===== config.mk =====
export PLATFORM = sky130hd
export DESIGN_NAME = wb_decoder_flat
export DESIGN_NICKNAME = d
export VERILOG_FILES = /design/src/verilog/soc_bus_pkg.sv /design/src/verilog/soc_ifs.sv /design/src/verilog/wb_decoder.sv /design/src/flat_wrapper.sv
export SDC_FILE = /design/constraint.sdc
export NUM_CORES = 1
export LEC_CHECK = 0
export ABC_AREA = 1
export BUFFER_PORTS_ARGS = -buffer_cell sky130_fd_sc_hd__buf_4
export CAP_MARGIN = 25
export CORE_AREA = 2 2 122 124
export DETAILED_ROUTE_END_ITERATION = 8
export DIE_AREA = 0 0 124 126
export GPL_ROUTABILITY_DRIVEN = 0
export PLACE_DENSITY = 0.48
export SYNTH_ARGS = -nofsm -noshare
export SYNTH_HDL_FRONTEND = slang
export SYNTH_SLANG_ARGS = --single-unit

===== constraint.sdc =====
create_clock -name vclk -period 0.8
set_input_delay 0.12 -clock vclk [all_inputs]
set_output_delay 0.12 -clock vclk [all_outputs]
set_load 0.01 [all_outputs]

===== src/verilog/soc_bus_pkg.sv =====
// Bus definitions for the system controller
// Wishbone and CSR widths, region codes and the decoded address word
package soc_bus_pkg;

	// ----------------------------------------
	// Wishbone
	// ----------------------------------------
	localparam int WB_ADDR_W = 32;
	localparam int WB_DATA_W = 32;

	typedef logic [WB_DATA_W-1:0] wb_data_t;
	typedef logic [WB_DATA_W/8-1:0] wb_sel_t;

	// Top address bits pick the slave region
	localparam int REGION_W = 3;
	localparam logic [REGION_W-1:0] REGION_RAM = 3'b000;
	localparam logic [REGION_W-1:0] REGION_CSR = 3'b100;

	// Same word seen raw by the slaves, split by the decoder
	typedef union packed {
		logic [WB_ADDR_W-1:0] raw;
		struct packed {
			logic [REGION_W-1:0] region;
			logic [WB_ADDR_W-REGION_W-1:0] offset;
		} fld;
	} wb_addr_u;

	// Returned by regions with no device behind them
	localparam wb_data_t ABSENT_PATTERN = 32'habadface;

	// ----------------------------------------
	// CSR bus, word addressed
	// ----------------------------------------
	localparam int CSR_BANK_W = 4;
	localparam int CSR_REG_W = 10;
	localparam int CSR_ADDR_W = CSR_BANK_W + CSR_REG_W;

endpackage


===== src/verilog/soc_ifs.sv =====
// Bus interfaces inside the system controller
// Point-to-point Wishbone classic and the shared CSR bus
`timescale 1ns/1ps

interface wb_if;
	import soc_bus_pkg::*;

	wb_addr_u adr;
	wb_data_t dat_w;
	wb_data_t dat_r;
	wb_sel_t sel;
	logic we;
	logic cyc;
	logic stb;
	logic ack;

	// Decoder side
	modport master (output adr, dat_w, sel, we, cyc, stb, input dat_r, ack);
	// Slave answers with data and a one-cycle ack
	modport slave (input adr, dat_w, sel, we, cyc, stb, output dat_r, ack);
endinterface



===== src/verilog/wb_decoder.sv =====
// Wishbone address decoder
// Routes requests to RAM or CSR bridge, answers absent regions itself
`timescale 1ns/1ps

module wb_decoder (
	input  logic sys_clk,
	input  logic sys_rst_i,
	input  soc_bus_pkg::wb_addr_u adr_i,
	input  soc_bus_pkg::wb_data_t dat_i,
	input  soc_bus_pkg::wb_sel_t sel_i,
	input  logic we_i,
	input  logic cyc_i,
	input  logic stb_i,
	output soc_bus_pkg::wb_data_t dat_o,
	output logic ack_o,
	wb_if.master ram_bus,
	wb_if.master csr_bus
);
	import soc_bus_pkg::*;

	logic req;
	logic hit_ram;
	logic hit_csr;
	logic absent_ack;

	// Requests are held off while the system is in reset
	assign req = cyc_i & stb_i & ~sys_rst_i;

	assign hit_ram = adr_i.fld.region == REGION_RAM;
	assign hit_csr = adr_i.fld.region == REGION_CSR;

	// ----------------------------------------
	// Request fan-out
	// ----------------------------------------
	assign ram_bus.adr = adr_i;
	assign ram_bus.dat_w = dat_i;
	assign ram_bus.sel = sel_i;
	assign ram_bus.we = we_i;
	assign ram_bus.cyc = cyc_i;
	assign ram_bus.stb = req & hit_ram;

	assign csr_bus.adr = adr_i;
	assign csr_bus.dat_w = dat_i;
	assign csr_bus.sel = sel_i;
	assign csr_bus.we = we_i;
	assign csr_bus.cyc = cyc_i;
	assign csr_bus.stb = req & hit_csr;

	// ----------------------------------------
	// Response mux
	// ----------------------------------------
	// No device, so ack in the same cycle
	assign absent_ack = req & ~hit_ram & ~hit_csr;

	assign ack_o = ram_bus.ack | csr_bus.ack | absent_ack;

	// Address is stable for the whole access
	always_comb begin
		if (hit_ram)
			dat_o = ram_bus.dat_r;
		else if (hit_csr)
			dat_o = csr_bus.dat_r;
		else
			dat_o = ABSENT_PATTERN;
	end

	// One access in flight, so responses never overlap
	assert property (@(posedge sys_clk) $onehot0({ram_bus.ack, csr_bus.ack, absent_ack}))
		else $error("wb_decoder: more than one slave acknowledged");

	// A slave ack must land inside the master's request
	assert property (@(posedge sys_clk) ack_o |-> (cyc_i && stb_i))
		else $error("wb_decoder: ack without an active request");

endmodule


===== src/flat_wrapper.sv =====
// flat-port wrapper written by rule: the top's interface ports become plain ports
module wb_decoder_flat import soc_bus_pkg::*;
  (sys_clk, sys_rst_i, adr_i, dat_i, sel_i, we_i, cyc_i, stb_i, dat_o, ack_o, ram_bus_adr, ram_bus_dat_w, ram_bus_sel, ram_bus_we, ram_bus_cyc, ram_bus_stb, ram_bus_dat_r, ram_bus_ack, csr_bus_adr, csr_bus_dat_w, csr_bus_sel, csr_bus_we, csr_bus_cyc, csr_bus_stb, csr_bus_dat_r, csr_bus_ack);
  wb_if ram_bus_i ();
  wb_if csr_bus_i ();
  input  logic sys_clk;
  input  logic sys_rst_i;
  input  soc_bus_pkg::wb_addr_u adr_i;
  input  soc_bus_pkg::wb_data_t dat_i;
  input  soc_bus_pkg::wb_sel_t sel_i;
  input  logic we_i;
  input  logic cyc_i;
  input  logic stb_i;
  output soc_bus_pkg::wb_data_t dat_o;
  output logic ack_o;
  output wire logic [$bits(ram_bus_i.adr)-1:0] ram_bus_adr;
  output wire logic [$bits(ram_bus_i.dat_w)-1:0] ram_bus_dat_w;
  output wire logic [$bits(ram_bus_i.sel)-1:0] ram_bus_sel;
  output wire logic [$bits(ram_bus_i.we)-1:0] ram_bus_we;
  output wire logic [$bits(ram_bus_i.cyc)-1:0] ram_bus_cyc;
  output wire logic [$bits(ram_bus_i.stb)-1:0] ram_bus_stb;
  input wire logic [$bits(ram_bus_i.dat_r)-1:0] ram_bus_dat_r;
  input wire logic [$bits(ram_bus_i.ack)-1:0] ram_bus_ack;
  output wire logic [$bits(csr_bus_i.adr)-1:0] csr_bus_adr;
  output wire logic [$bits(csr_bus_i.dat_w)-1:0] csr_bus_dat_w;
  output wire logic [$bits(csr_bus_i.sel)-1:0] csr_bus_sel;
  output wire logic [$bits(csr_bus_i.we)-1:0] csr_bus_we;
  output wire logic [$bits(csr_bus_i.cyc)-1:0] csr_bus_cyc;
  output wire logic [$bits(csr_bus_i.stb)-1:0] csr_bus_stb;
  input wire logic [$bits(csr_bus_i.dat_r)-1:0] csr_bus_dat_r;
  input wire logic [$bits(csr_bus_i.ack)-1:0] csr_bus_ack;
  assign ram_bus_adr = ram_bus_i.adr;
  assign ram_bus_dat_w = ram_bus_i.dat_w;
  assign ram_bus_sel = ram_bus_i.sel;
  assign ram_bus_we = ram_bus_i.we;
  assign ram_bus_cyc = ram_bus_i.cyc;
  assign ram_bus_stb = ram_bus_i.stb;
  assign ram_bus_i.dat_r = ram_bus_dat_r;
  assign ram_bus_i.ack = ram_bus_ack;
  assign csr_bus_adr = csr_bus_i.adr;
  assign csr_bus_dat_w = csr_bus_i.dat_w;
  assign csr_bus_sel = csr_bus_i.sel;
  assign csr_bus_we = csr_bus_i.we;
  assign csr_bus_cyc = csr_bus_i.cyc;
  assign csr_bus_stb = csr_bus_i.stb;
  assign csr_bus_i.dat_r = csr_bus_dat_r;
  assign csr_bus_i.ack = csr_bus_ack;
  wb_decoder u_core (.sys_clk(sys_clk), .sys_rst_i(sys_rst_i), .adr_i(adr_i), .dat_i(dat_i), .sel_i(sel_i), .we_i(we_i), .cyc_i(cyc_i), .stb_i(stb_i), .dat_o(dat_o), .ack_o(ack_o), .ram_bus(ram_bus_i), .csr_bus(csr_bus_i));
endmodule

==> results.md, run 1 <==
- The flow ran to the end, but the final reports show violations.
- The final reports fail on setup timing.
- Summed over all layers, the global routing overflow is 0.
- The worst-case hold slack is about 0.24 ns.
- The detail-routed net length per standard cell is ~11 um.
- The final critical-path setup slack is -0.200 ns.
- The number of cells produced by synthesis is 260.
- Along the worst path, the maximum fanout reaches 28.
- The layout has 0 clock buffers.
- Summed over all nets, the switching power comes to 360 uW.
- Data on the critical path arrives at its endpoint at a little under 0.9 ns.
- The required arrival time at the worst endpoint is 0.68 ns.
- Synthesis instantiated 13 different standard cells from the library.
- The synthesized area per cell is around 6.3 um2.
- Counting tap cells, the placed design contains a total of between 400 and 500 instances.
- The die covers 15600 um2.
- The number of I/O port buffers is 115.
- The area growth from synthesis to layout is 11.5%.
- Setup violations remaining at the end of the flow were counted as 35.
- In this run switching power makes up 41.9% of total power.
- The via density per instance is 3.23.
- The netlist area before placement is 1650 um2.
- The clock share of power is 0%.
- In this run the remaining antenna-violating nets after routing total 0.
- In this run, flip-flops and latches consume 0% of the power.
- The worst hold path class is input pin to output port.
- Leaving out fill and tap cells, the most frequent cell in the layout is buf_4.
- The design has 0 sequential cells.
- The core area is between 10000 and 15000 um2.
- The die is 124 um wide.
- After detailed routing, the number of remaining DRC violations is 0.
- The leakage power total is 0.868 nW.
- The starting density of the core is a little under an eighth.
- The number of antenna violations at the first check in global routing was 0.
- The part of the Yosys area used for sequential elements is 0%.
- The slew at the pin with the worst max-slew slack is ~0.21 ns.
- The routed layout has 1356 vias.
- The cell row count is 44.
- The max-cap check violation count is 0.
- The combined global-route utilization of all metal layers is under 10%.
- The number of antenna diodes in the final layout is 0.
- The fraction of final layout cells sized beyond drive strength 1 is 60.2%.
- In the layout the commonest cells are buf_4, nand3_1, nand2_1.
- The first routing iteration left 30 violations.
- The remaining max-slew budget at the tightest pin is 85.7%.
- The I/O pin count is roughly 310.
- The total routed wirelength is 4.72 mm.
- The max-slew violation count is 0.
- The type of destination of the critical path is an output port.
- Derived from the worst setup path, the maximum achievable clock frequency is 1.00 GHz.
- The aggregate negative setup slack is -4.93 ns.
- The number of warnings issued by yosys is 0.
- Once layout is complete, the utilization of the core stands at around an eighth.
- The number of nets in the layout is around 380.
- Combinational logic burns 100.0% of the power.
- The worst setup path is of the input pin to output port kind.
- The sort of element at the start of the critical path is an input pin.
- The wire-length estimate of the detail-placed layout is between 3 and 4 mm.
- Entering global routing, the biggest net connects 29 pins.
- The number of nets in the synthesized netlist is between 300 and 400.
- Setup repair after global routing could not meet its margin everywhere.
- The first global-routing pass estimated a little under 7 mm of wire.
- The via count of the first global-routing pass was 1359.
- Power spread over the standard cell area amounts to between 400 and 500 nW/um2.
- The shortest clock period the worst path allows after layout is 1.00 ns.
- The final total power is 860 uW.
- The count of cells in the finished layout, fillers not included, comes to between 400 and 500.
- The count of final hold-check violations is 0.
- Buffers added to address setup during post-CTS repair amount to 0.
- The layout has 1675 filler cells.
- The maximum ir drop on the vdd rail is 0.175 mV.
- Registers take 0 um2.
- The die outline height is ~130 um.
- The cell-internal power is 500 uW.
- The multi-input combinational cell area is 524 um2.
- The final critical path takes up 125% of the cycle.
- Before antenna repair, the detailed router went through 4 iterations.
## synthesized netlist by cell type
master     n  area share (%)
nor3_1     1            0.30
buf_2      6             1.8
a21oi_1   19             5.8
buf_4    142              65
inv_1      3            0.68
nor2_1     1            0.23
nand2_1   35             8.0
nor2_4     1            0.68
nor3_2     1            0.61
o21ai_0    1            0.30
nand3_1   44              13
inv_2      1            0.23
buf_6      5             3.4
## layer usage
layer | GRT usage, % | up-vias | routed length [um] | share of wire, %
li1 | - | 645 | - | -
met1 | 6.03 | 590 | 1660 | 35
met2 | 9.41 | 72 | 2280 | 48
met3 | 0.951 | 49 | 470 | 10
met4 | 3.64 | 0 | 313 | 6.6
met5 | 0 | - | 0 | 0
## power by group through the flow
| stage | registers (mW) | logic (mW) | clock network, mW |
|---|---|---|---|
| detailed placement | 0 | 0.795 | 0 |
| CTS | 0 | 0.864 | 0 |
| global placement | 0 | 0.788 | 0 |
| global route | 0 | 0.933 | 0 |
| floorplan | 0 | 0.985 | 0 |
| finish | 0 | 0.860 | 0 |
## through the flow
step | area, um2 | setup WS [ns]
2_1_floorplan | 1650 | 0.00123
3_3_place_gp | 1720 | -0.263
3_5_place_dp | 1720 | -0.279
4_1_cts | 1830 | -0.184
5_1_grt | 1840 | -0.249
6_report | 1840 | -0.200
## area by class of cell
class | count | share of cell area [%]
Inverter | 4 | 1.23
Timing Repair Buffer | 129 | 57.7
Multi-Input combinational cell | 103 | 28.5
Tap cell | 184 | 12.5
## repair_timing
item / CTS / global route
resized for setup: 23 / 2
endpoints found under the setup margin: 35 / 35
pin swaps: 4 / 0
hold buffers: 0 / 0
cloned: 2 / 0
## cells by family after synthesis
kind of cell | Yosys count | share of synthesized area, %
simple gates | 83 | 23.1
compound gates | 20 | 6.07
buf+inv | 157 | 70.8
## final timing paths
check  cells past startpoint                end  startpoint  slack, ns
max                        6           dat_o[0]   adr_i[30]      -0.20
min                        0  csr_bus_dat_w[18]   dat_i[18]       0.24
## worst max-delay path, stage by stage
cell     delay [ns]
buf_6          0.11
nor2_4         0.14
buf_12         0.18
nand3_1        0.12
nand2_1        0.09
buf_4          0.11
Power figures use the tool's default switching activity.
==> run 2, diff against run 1 <==
--- a/config.mk
+++ b/config.mk
@@ -5,14 +5,13 @@
 export SDC_FILE = /design/constraint.sdc
 export NUM_CORES = 1
 export LEC_CHECK = 0
-export ABC_AREA = 1
-export BUFFER_PORTS_ARGS = -buffer_cell sky130_fd_sc_hd__buf_4
 export CAP_MARGIN = 25
-export CORE_AREA = 2 2 122 124
+export CORE_AREA = 2 2 123 125
 export DETAILED_ROUTE_END_ITERATION = 8
-export DIE_AREA = 0 0 124 126
+export DIE_AREA = 0 0 125 127
+export DONT_BUFFER_PORTS = 1
 export GPL_ROUTABILITY_DRIVEN = 0
-export PLACE_DENSITY = 0.48
+export PLACE_DENSITY = 0.3
 export SYNTH_ARGS = -nofsm -noshare
 export SYNTH_HDL_FRONTEND = slang
 export SYNTH_SLANG_ARGS = --single-unit
==> constraint.sdc (replaced) <==
create_clock -name vclk -period 0.85
set_input_delay 0.1275 -clock vclk [all_inputs]
set_output_delay 0.1275 -clock vclk [all_outputs]
set_load 0.01 [all_outputs]
==> run 2 against run 1 <==
Net effect:
- total power is 71% lower
- cell count is 44% lower
- the run still ends with setup timing left
- global-route usage shrank 0.94 points
- routed wire length is 8.1% lower
- largest power group unchanged
- non-clock buffer count fell by 124
- synthesized cell count is 28% lower
- worst setup slack better by 0.088 ns
- flip-flop and latch count is the same
- count of clock-buffer cells in the layout unchanged
- critical path depth is 4 lower
==> results.md, run 2 <==
- The number of nets in the layout is 193 (was 377).
- The number of cells produced by synthesis is 188 (was 260).
- Unrepaired setup endpoints after global routing: true (unchanged).
- The number of nets with antenna violations after detailed routing is 0 (unchanged).
- The startpoint-to-endpoint class of the critical path was input pin to output port (unchanged).
- The slew at the pin with the worst max-slew slack was 0.190 ns (was 0.212 ns).
- The first-pass iteration count of the detailed router is 4 (unchanged).
- The arrival time at the worst endpoint was 0.83 ns (was 0.88 ns).
- The number of sequential storage elements was 0 (unchanged).
- The synthesized area per cell was 7.65 um2 (was 6.34 um2).
- Based on the critical path, the design can be clocked at up to approximately 1.0 GHz.
- The family with the most delay on the worst path is simple AND/OR/NAND/NOR gates (was buffers and inverters).
- The starting density of the core is 9.98% (was 11.5%).
- The largest fanout of any net on the critical path is 12 (was 28).
- The required arrival time at the worst endpoint was 0.72 ns (was 0.68 ns).
- The sequential power share is 0% (about the same).
- The cell-internal power is 120 uW (was 500 uW).
- The pin count of the biggest net entering global routing is 12 (was 29).
- Biggest area contributors in the synthesized netlist: buf_4, o22a_1, a22o_1 (was buf_4, nand3_1, nand2_1).
- The first-iteration detailed-routing DRC count came to 12 (was 30).
- The number of antenna violations at the first check in global routing is 0 (unchanged).
- The core area is 14400 um2 (was 14300 um2).
- The number of antenna repair diodes is 0 (unchanged).
- The total non-filler cell area in the finished layout is 763 um2 (was 1840 um2).
- The number of warnings issued by yosys is 0 (unchanged).
- The global-route wire length before repair is 5.26 mm (was 6.94 mm).
- The synthesis-to-layout area growth is -47.0% (was 11.5%).
- The max-slew violation count is 0 (unchanged).
- The worst hold path stage count came to 0 (unchanged).
- The cell row count is 44 (unchanged).
- The post-synth net total is 327 (was 399).
- The setup-violating endpoint count in the final report is 25 (was 35).
- The via count of the first global-routing pass is 682 (was 1359).
- The most common library cell in the layout ignoring fill and taps is o22a_1 (was buf_4).
- The count of hold buffers inserted by post-cts repair is 0 (unchanged).
- The cell area after placement is 616 um2 (was 1720 um2).
- The die extent in x is 125 um (was 124 um).
- The cell type with the largest total area after synthesis is buf_4 (unchanged).
- The sort of element at the start of the critical path is an input pin (unchanged).
- The total routed wirelength is 4.34 mm (was 4.72 mm).
- The shortest clock period the worst path allows after layout is about 0.96 ns.
- The buffers plus inverters on the worst setup path was 0 (was 3).
- The count of final hold-check violations is 0 (unchanged).
- The die area is 15900 um2 (was 15600 um2).
- The clock share of power is 0% (about the same).
- The number of I/O port buffers is 0 (was 115).
- Run status: complete, but fails checks (unchanged).
- The number of vias after detailed routing was 662 (was 1356).
- The max-cap check violation count is 0 (unchanged).
- The most frequently used cell type in the post-synthesis netlist is buf_4 (unchanged).
- The type of destination of the critical path is an output port (unchanged).
- The die outline height is 127 um (was 126 um).
- The netlist area before placement is 1440 um2 (was 1650 um2).
- The largest stage delay on the critical path is 0.43 ns (was 0.18 ns).
- The final period utilization is 113%.
- The fraction of final layout cells sized beyond drive strength 1 came to 48.1% (was 60.2%).
- Violated checks: setup timing (unchanged).
- The reported net switching power is 132 uW (was 360 uW).
- The remaining max-slew budget at the tightest pin is 87.3% (was 85.7%).
- The count of distinct cell types in the synthesized netlist came to 13 (unchanged).
- The worst hold path class is input pin to output port (unchanged).
- The detail-routed net length per standard cell is 18.4 um (was 11.2 um).
- The part of the total power dissipated in combinational logic was 100.0% (about the same).
- Series of cell instances along the critical path: or3b_4 -> o22a_1 (was buf_6 -> nor2_4 -> buf_12 -> nand3_1 -> nand2_1 -> buf_4).
- The share of the synthesized area in the top cell type is 73.0% (was 64.6%).
- The leakage power total was 0.168 nW (was 0.868 nW).
- The part of the Yosys area used for sequential elements is 0% (unchanged).
- The critical hold path startpoint is dat_i[11] (was dat_i[18]).
- The layout clock buffer count is 0 (unchanged).
- Commonest cells in the synthesized netlist: buf_4, o22a_1, a22o_1 (was buf_4, nand3_1, nand2_1).
- The maximum ir drop on the vdd rail is 0.0551 mV (was 0.175 mV).
- The slowest library cell on the worst path is or3b_4 (was buf_12).
- The final critical-path setup slack is -0.112 ns (was -0.200 ns).
- The via density per instance is 2.81 (was 3.23).
- The end point of the worst hold path is ram_bus_dat_w[11] (was csr_bus_dat_w[18]).
- The leftover overflow at the end of global routing is 0 (unchanged).
- Most frequent cells in the layout: o22a_1, a22o_4, or3b_4, a22o_1 (was buf_4, nand3_1, nand2_1).
- The share of total power consumed by net switching is 52.2% (was 41.9%).
- The final total power was 252 uW (was 860 uW).
- The total power density per cell area was 330 nW/um2 (was 468 nW/um2).
- The area of all sequential standard cells is 0 um2 (unchanged).
- The total DRC errors in the routed layout is 0 (unchanged).
- The combined global-route utilization of all metal layers was 4.51% (was 5.45%).
- The I/O pin count is 314 (unchanged).
run 2: changes by cell type in the layout (fill, tap and decap cells not counted), sizes merged, moves of 11 or more:
cell / change
o22a: +21
nand3: -44
buf: -124
a22o: +11
nand2: -35
a21oi: -19
run 2: through the flow:
stage / worst slack (ns) / cells / TNS [ns] / hold WS [ns] / utilization, %
finish: -0.112 / 236 / -2.01 / 0.255 / 5.29
global route: -0.129 / 236 / -2.49 / 0.255 / 5.29
CTS: -0.122 / 234 / -2.33 / 0.255 / 4.88
detailed placement: -0.209 / 230 / -4.44 / 0.255 / 4.27
global placement: -0.204 / 230 / -4.30 / 0.255 / 4.27
floorplan: -0.174 / 188 / -3.69 / 0.347 / -
run 2: power groups by stage:
stage	clock [mW]	sequential, mW	combinational (mW)
after floorplan	0	0	0.852
after detailed placement	0	0	0.203
after CTS	0	0	0.239
after global routing	0	0	0.268
final	0	0	0.252
after global placement	0	0	0.205
run 2: repair_timing:
action,4_1_cts,5_1_grt
setup endpoints to repair,34,32
setup buffers,0,1
cloned,4,1
gates resized for setup,12,7
pin swaps,22,3
hold endpoints to repair,0,0
run 2: final cells by class:
type	count	area, um2
Multi-Input combinational cell	47	488
Timing Repair Buffer	5	45.0
Fill cell	1702	13700
Tap cell	184	230
run 2: worst max path at each step:
stage	from	cells after the start	slack (ns)	endpoint
after floorplan	adr_i[30]	3	-0.17	dat_o[16]
after global placement	adr_i[30]	2	-0.20	dat_o[29]
after detailed placement	adr_i[30]	2	-0.21	dat_o[29]
after CTS	adr_i[29]	2	-0.12	dat_o[29]
after global routing	adr_i[29]	2	-0.13	dat_o[29]
final	adr_i[29]	2	-0.11	dat_o[29]
run 2: cells by family (layout without fill, tap and decap cells):
family | count (synthesis) | after routing | synth area share (%)
AOI/OAI and AO/OA | 33 | 33 | 20.0
and+or+nand+nor | 9 | 14 | 4.00
buffers and inverters | 146 | 5 | 76.0
run 2: layer usage:
layer	part of all wire, %	wire [um]	GRT usage (%)	up-vias
li1	-	-	-	230
met1	21	891	2.69	266
met2	55	2390	9.24	122
met3	16	684	2.30	44
met4	8.7	377	3.92	0
met5	0	0	0	-
==> run 3, diff against run 2 <==
--- a/config.mk
+++ b/config.mk
@@ -5,13 +5,16 @@
 export SDC_FILE = /design/constraint.sdc
 export NUM_CORES = 1
 export LEC_CHECK = 0
+export ABC_AREA = 1
 export CAP_MARGIN = 25
-export CORE_AREA = 2 2 123 125
+export CELL_PAD_IN_SITES_DETAIL_PLACEMENT = 1
+export CELL_PAD_IN_SITES_GLOBAL_PLACEMENT = 1
+export CORE_AREA = 2 2 121 123
 export DETAILED_ROUTE_END_ITERATION = 8
-export DIE_AREA = 0 0 125 127
+export DIE_AREA = 0 0 123 125
 export DONT_BUFFER_PORTS = 1
 export GPL_ROUTABILITY_DRIVEN = 0
-export PLACE_DENSITY = 0.3
+export PLACE_DENSITY = 0.4
 export SYNTH_ARGS = -nofsm -noshare
 export SYNTH_HDL_FRONTEND = slang
 export SYNTH_SLANG_ARGS = --single-unit
==> constraint.sdc (replaced) <==
create_clock -name vclk -period 1.2
set_input_delay 0.18 -clock vclk [all_inputs]
set_output_delay 0.18 -clock vclk [all_outputs]
set_load 0.01 [all_outputs]
==> run 3 against run 2 <==
Net effect:
- worst setup slack gained 0.33 ns
- first-iteration DRC count up 8.3%
- critical endpoint is now ram_bus_stb
- worst hold slack better by 0.11 ns
- combinational power decreased by 19%
- cell area grew 8.7%
- largest cell class unchanged
- routed wire length fell by 1.9%
- sequential share of layout area unchanged
- utilization grew 0.55 points
- the flow now finishes without violations
- flip-flop and latch count unchanged
- global-route usage rose by 0.27 points
- cell count increased by 26%
==> results.md, run 3 (synthesized netlist as in run 1, its figures left out) <==
- The largest fanout of any net on the critical path is 21 (was 12).
- The number of vias after detailed routing is 945 (was 662).
- The number of antenna repair diodes is 0 (unchanged).
- The cell row count is 44 (unchanged).
- The total non-filler cell area in the finished layout is 830 um2 (was 763 um2).
- The aggregate negative setup slack is 0 ns (was -2.01 ns).
- The required arrival time at the worst endpoint is 1.02 ns (was 0.72 ns).
- The worst-case hold slack is 0.360 ns (was 0.255 ns).
- Unrepaired setup endpoints after global routing: false (was true).
- The leftover overflow at the end of global routing is 0 (unchanged).
- The type of destination of the critical path is an output port (unchanged).
- The startpoint-to-endpoint class of the critical path is input pin to output port (unchanged).
- The synthesis-to-layout area growth was -49.7% (was -47.0%).
- The final cell utilization of the core came to 5.84% (was 5.29%).
- The reported net switching power is 135 uW (was 132 uW).
- The first-iteration detailed-routing DRC count is 13 (was 12).
- The share of total power consumed by net switching is 66.2% (was 52.2%).
- The number of logic stages on the critical path including buffering is 5 (was 2).
- The max-cap check violation count is 0 (unchanged).
- The slowest library cell on the worst path is nor3_1 (was or3b_4).
- The cell area after placement is 830 um2 (was 616 um2).
- The leakage power total is 0.262 nW (was 0.168 nW).
- The maximum ir drop on the vdd rail is 0.0638 mV (was 0.0551 mV).
- The area of all sequential standard cells is 0 um2 (unchanged).
- The die extent in x is 123 um (was 125 um).
- The layout clock buffer count is 0 (unchanged).
- The I/O pin count came to 314 (unchanged).
- The slew at the pin with the worst max-slew slack is 0.253 ns (was 0.190 ns).
- The total power density per cell area came to 246 nW/um2 (was 330 nW/um2).
- The via density per instance is 3.17 (was 2.81).
- The core area came to 14200 um2 (was 14400 um2).
- The first-pass iteration count of the detailed router is 2 (was 4).
- The total DRC errors in the routed layout was 0 (unchanged).
- The number of I/O port buffers is 0 (unchanged).
- The pin count of the biggest net entering global routing is 37 (was 12).
- The fill cell instance count of the final layout is 1761 (was 1702).
- The most common library cell in the layout ignoring fill and taps is nand3_1 (was o22a_1).
- The filler-free cell count of the finished design came to 298 (was 236).
- The clock share of power is 0% (about the same).
- The die outline height was 125 um (was 127 um).
- The detail-routed net length per standard cell was 14.3 um (was 18.4 um).
- The global-route wire length before repair is 5.69 mm (was 5.26 mm).
- The part of the total power dissipated in combinational logic came to 100.0% (about the same).
- The die area is 15400 um2 (was 15900 um2).
- The sequential power share was 0% (about the same).
- The count of final hold-check violations is 0 (unchanged).
- The starting density of the core was 11.6% (was 9.98%).
- The max-slew violation count came to 0 (unchanged).
- The number of cells upsized or downsized after cts came to 0 (was 12).
- Most frequent cells in the layout: nand3_1, nand2_1, a21oi_1 (was o22a_1, a22o_4, or3b_4, a22o_1).
- The remaining max-slew budget at the tightest pin is 83.1% (was 87.3%).
- The capturing instance or port of the critical path is ram_bus_stb (was dat_o[29]).
- The fraction of final layout cells sized beyond drive strength 1 is 8.77% (was 48.1%).
- The shortest clock period the worst path allows after layout is ~1 ns.
- Series of cell instances along the critical path: inv_1 -> nand2_1 -> buf_12 -> nor3_1 -> buf_4 (was or3b_4 -> o22a_1).
- The arrival time at the worst endpoint is 0.80 ns (was 0.83 ns).
- The cell-internal power is 68.8 uW (was 120 uW).
- The setup-violating endpoint count in the final report is 0 (was 25).
- The combined global-route utilization of all metal layers is 4.78% (was 4.51%).
- The startpoint of the most critical setup path is adr_i[29] (unchanged).
- The largest stage delay on the critical path is 0.18 ns (was 0.43 ns).
- The via count of the first global-routing pass is 1020 (was 682).
- The post-CTS setup buffer count is 0 (unchanged).
- The family with the most delay on the worst path is buffers and inverters (was simple AND/OR/NAND/NOR gates).
- The worst hold path class is input pin to output port (unchanged).
- The total routed wirelength was 4.26 mm (was 4.34 mm).
- For this run, the top clock speed supported by timing is 1.02 GHz.
- Detailed placement finished with a half-perimeter wire length of between 3 and 4 mm.
- The count of hold buffers inserted by post-cts repair is 0 (unchanged).
- The sort of element at the start of the critical path was an input pin (unchanged).
- The number of antenna violations at the first check in global routing is 0 (unchanged).
- The number of nets with antenna violations after detailed routing was 0 (unchanged).
- The number of sequential storage elements is 0 (unchanged).
- The cell count after placement is 298 (was 230).
- The buffers plus inverters on the worst setup path is 3 (was 0).
- Run status: completed (was complete, but fails checks).
- The number of nets in the layout is 255 (was 193).
- The final critical path takes up 81.4% of the cycle.
[run 3: cell count changes in the layout (fill, tap and decap cells not counted), sizes merged, moves of 2 or more]
cell   before  now
nand3       0   44
inv         0    4
or3         3    0
nor2        4    2
nand2       0   35
o22a       21    0
a22o       11    0
a21oi       0   19
or3b        4    0
buf         5    7
[run 3: worst min path at each step]
stage	endpoint	slack, ns	cells after the start	startpoint
after floorplan	csr_bus_adr[0]	0.45	1	adr_i[0]
final	csr_bus_dat_w[8]	0.36	0	dat_i[8]
after global placement	csr_bus_sel[3]	0.36	0	sel_i[3]
after global routing	csr_bus_dat_w[8]	0.36	0	dat_i[8]
after detailed placement	csr_bus_sel[3]	0.36	0	sel_i[3]
after CTS	csr_bus_sel[3]	0.36	0	sel_i[3]
[run 3: per-layer routing]
metal	track usage, %	vias to the layer above	routed length (um)	part of all wire [%]
met5	0	-	0	0
met4	4.68	0	406	9.5
met3	1.37	55	579	14
met2	8.77	89	2060	48
met1	3.88	401	1210	28
li1	-	400	-	-
[run 3: area by class of cell]
cell class         instances  area (um2)  share of cell area, %
repair buffers             7         103                   12.4
inverters                  4        15.0                   1.81
multi-input cells        103         482                   58.1
well taps                184         230                   27.8
[run 3: power groups by stage]
stage	registers, mW	clock network [mW]	logic [mW]
CTS	0	0	0.210
global route	0	0	0.228
floorplan	0	0	0.656
finish	0	0	0.204
global placement	0	0	0.204
detailed placement	0	0	0.210
[run 3: metrics by stage]
| step | total power [mW] | setup slack [ns] |
|---|---|---|
| floorplan | 0.656 | 0.225 |
| global placement | 0.204 | 0.242 |
| detailed placement | 0.210 | 0.224 |
| CTS | 0.210 | 0.224 |
| global route | 0.228 | 0.161 |
| finish | 0.204 | 0.223 |
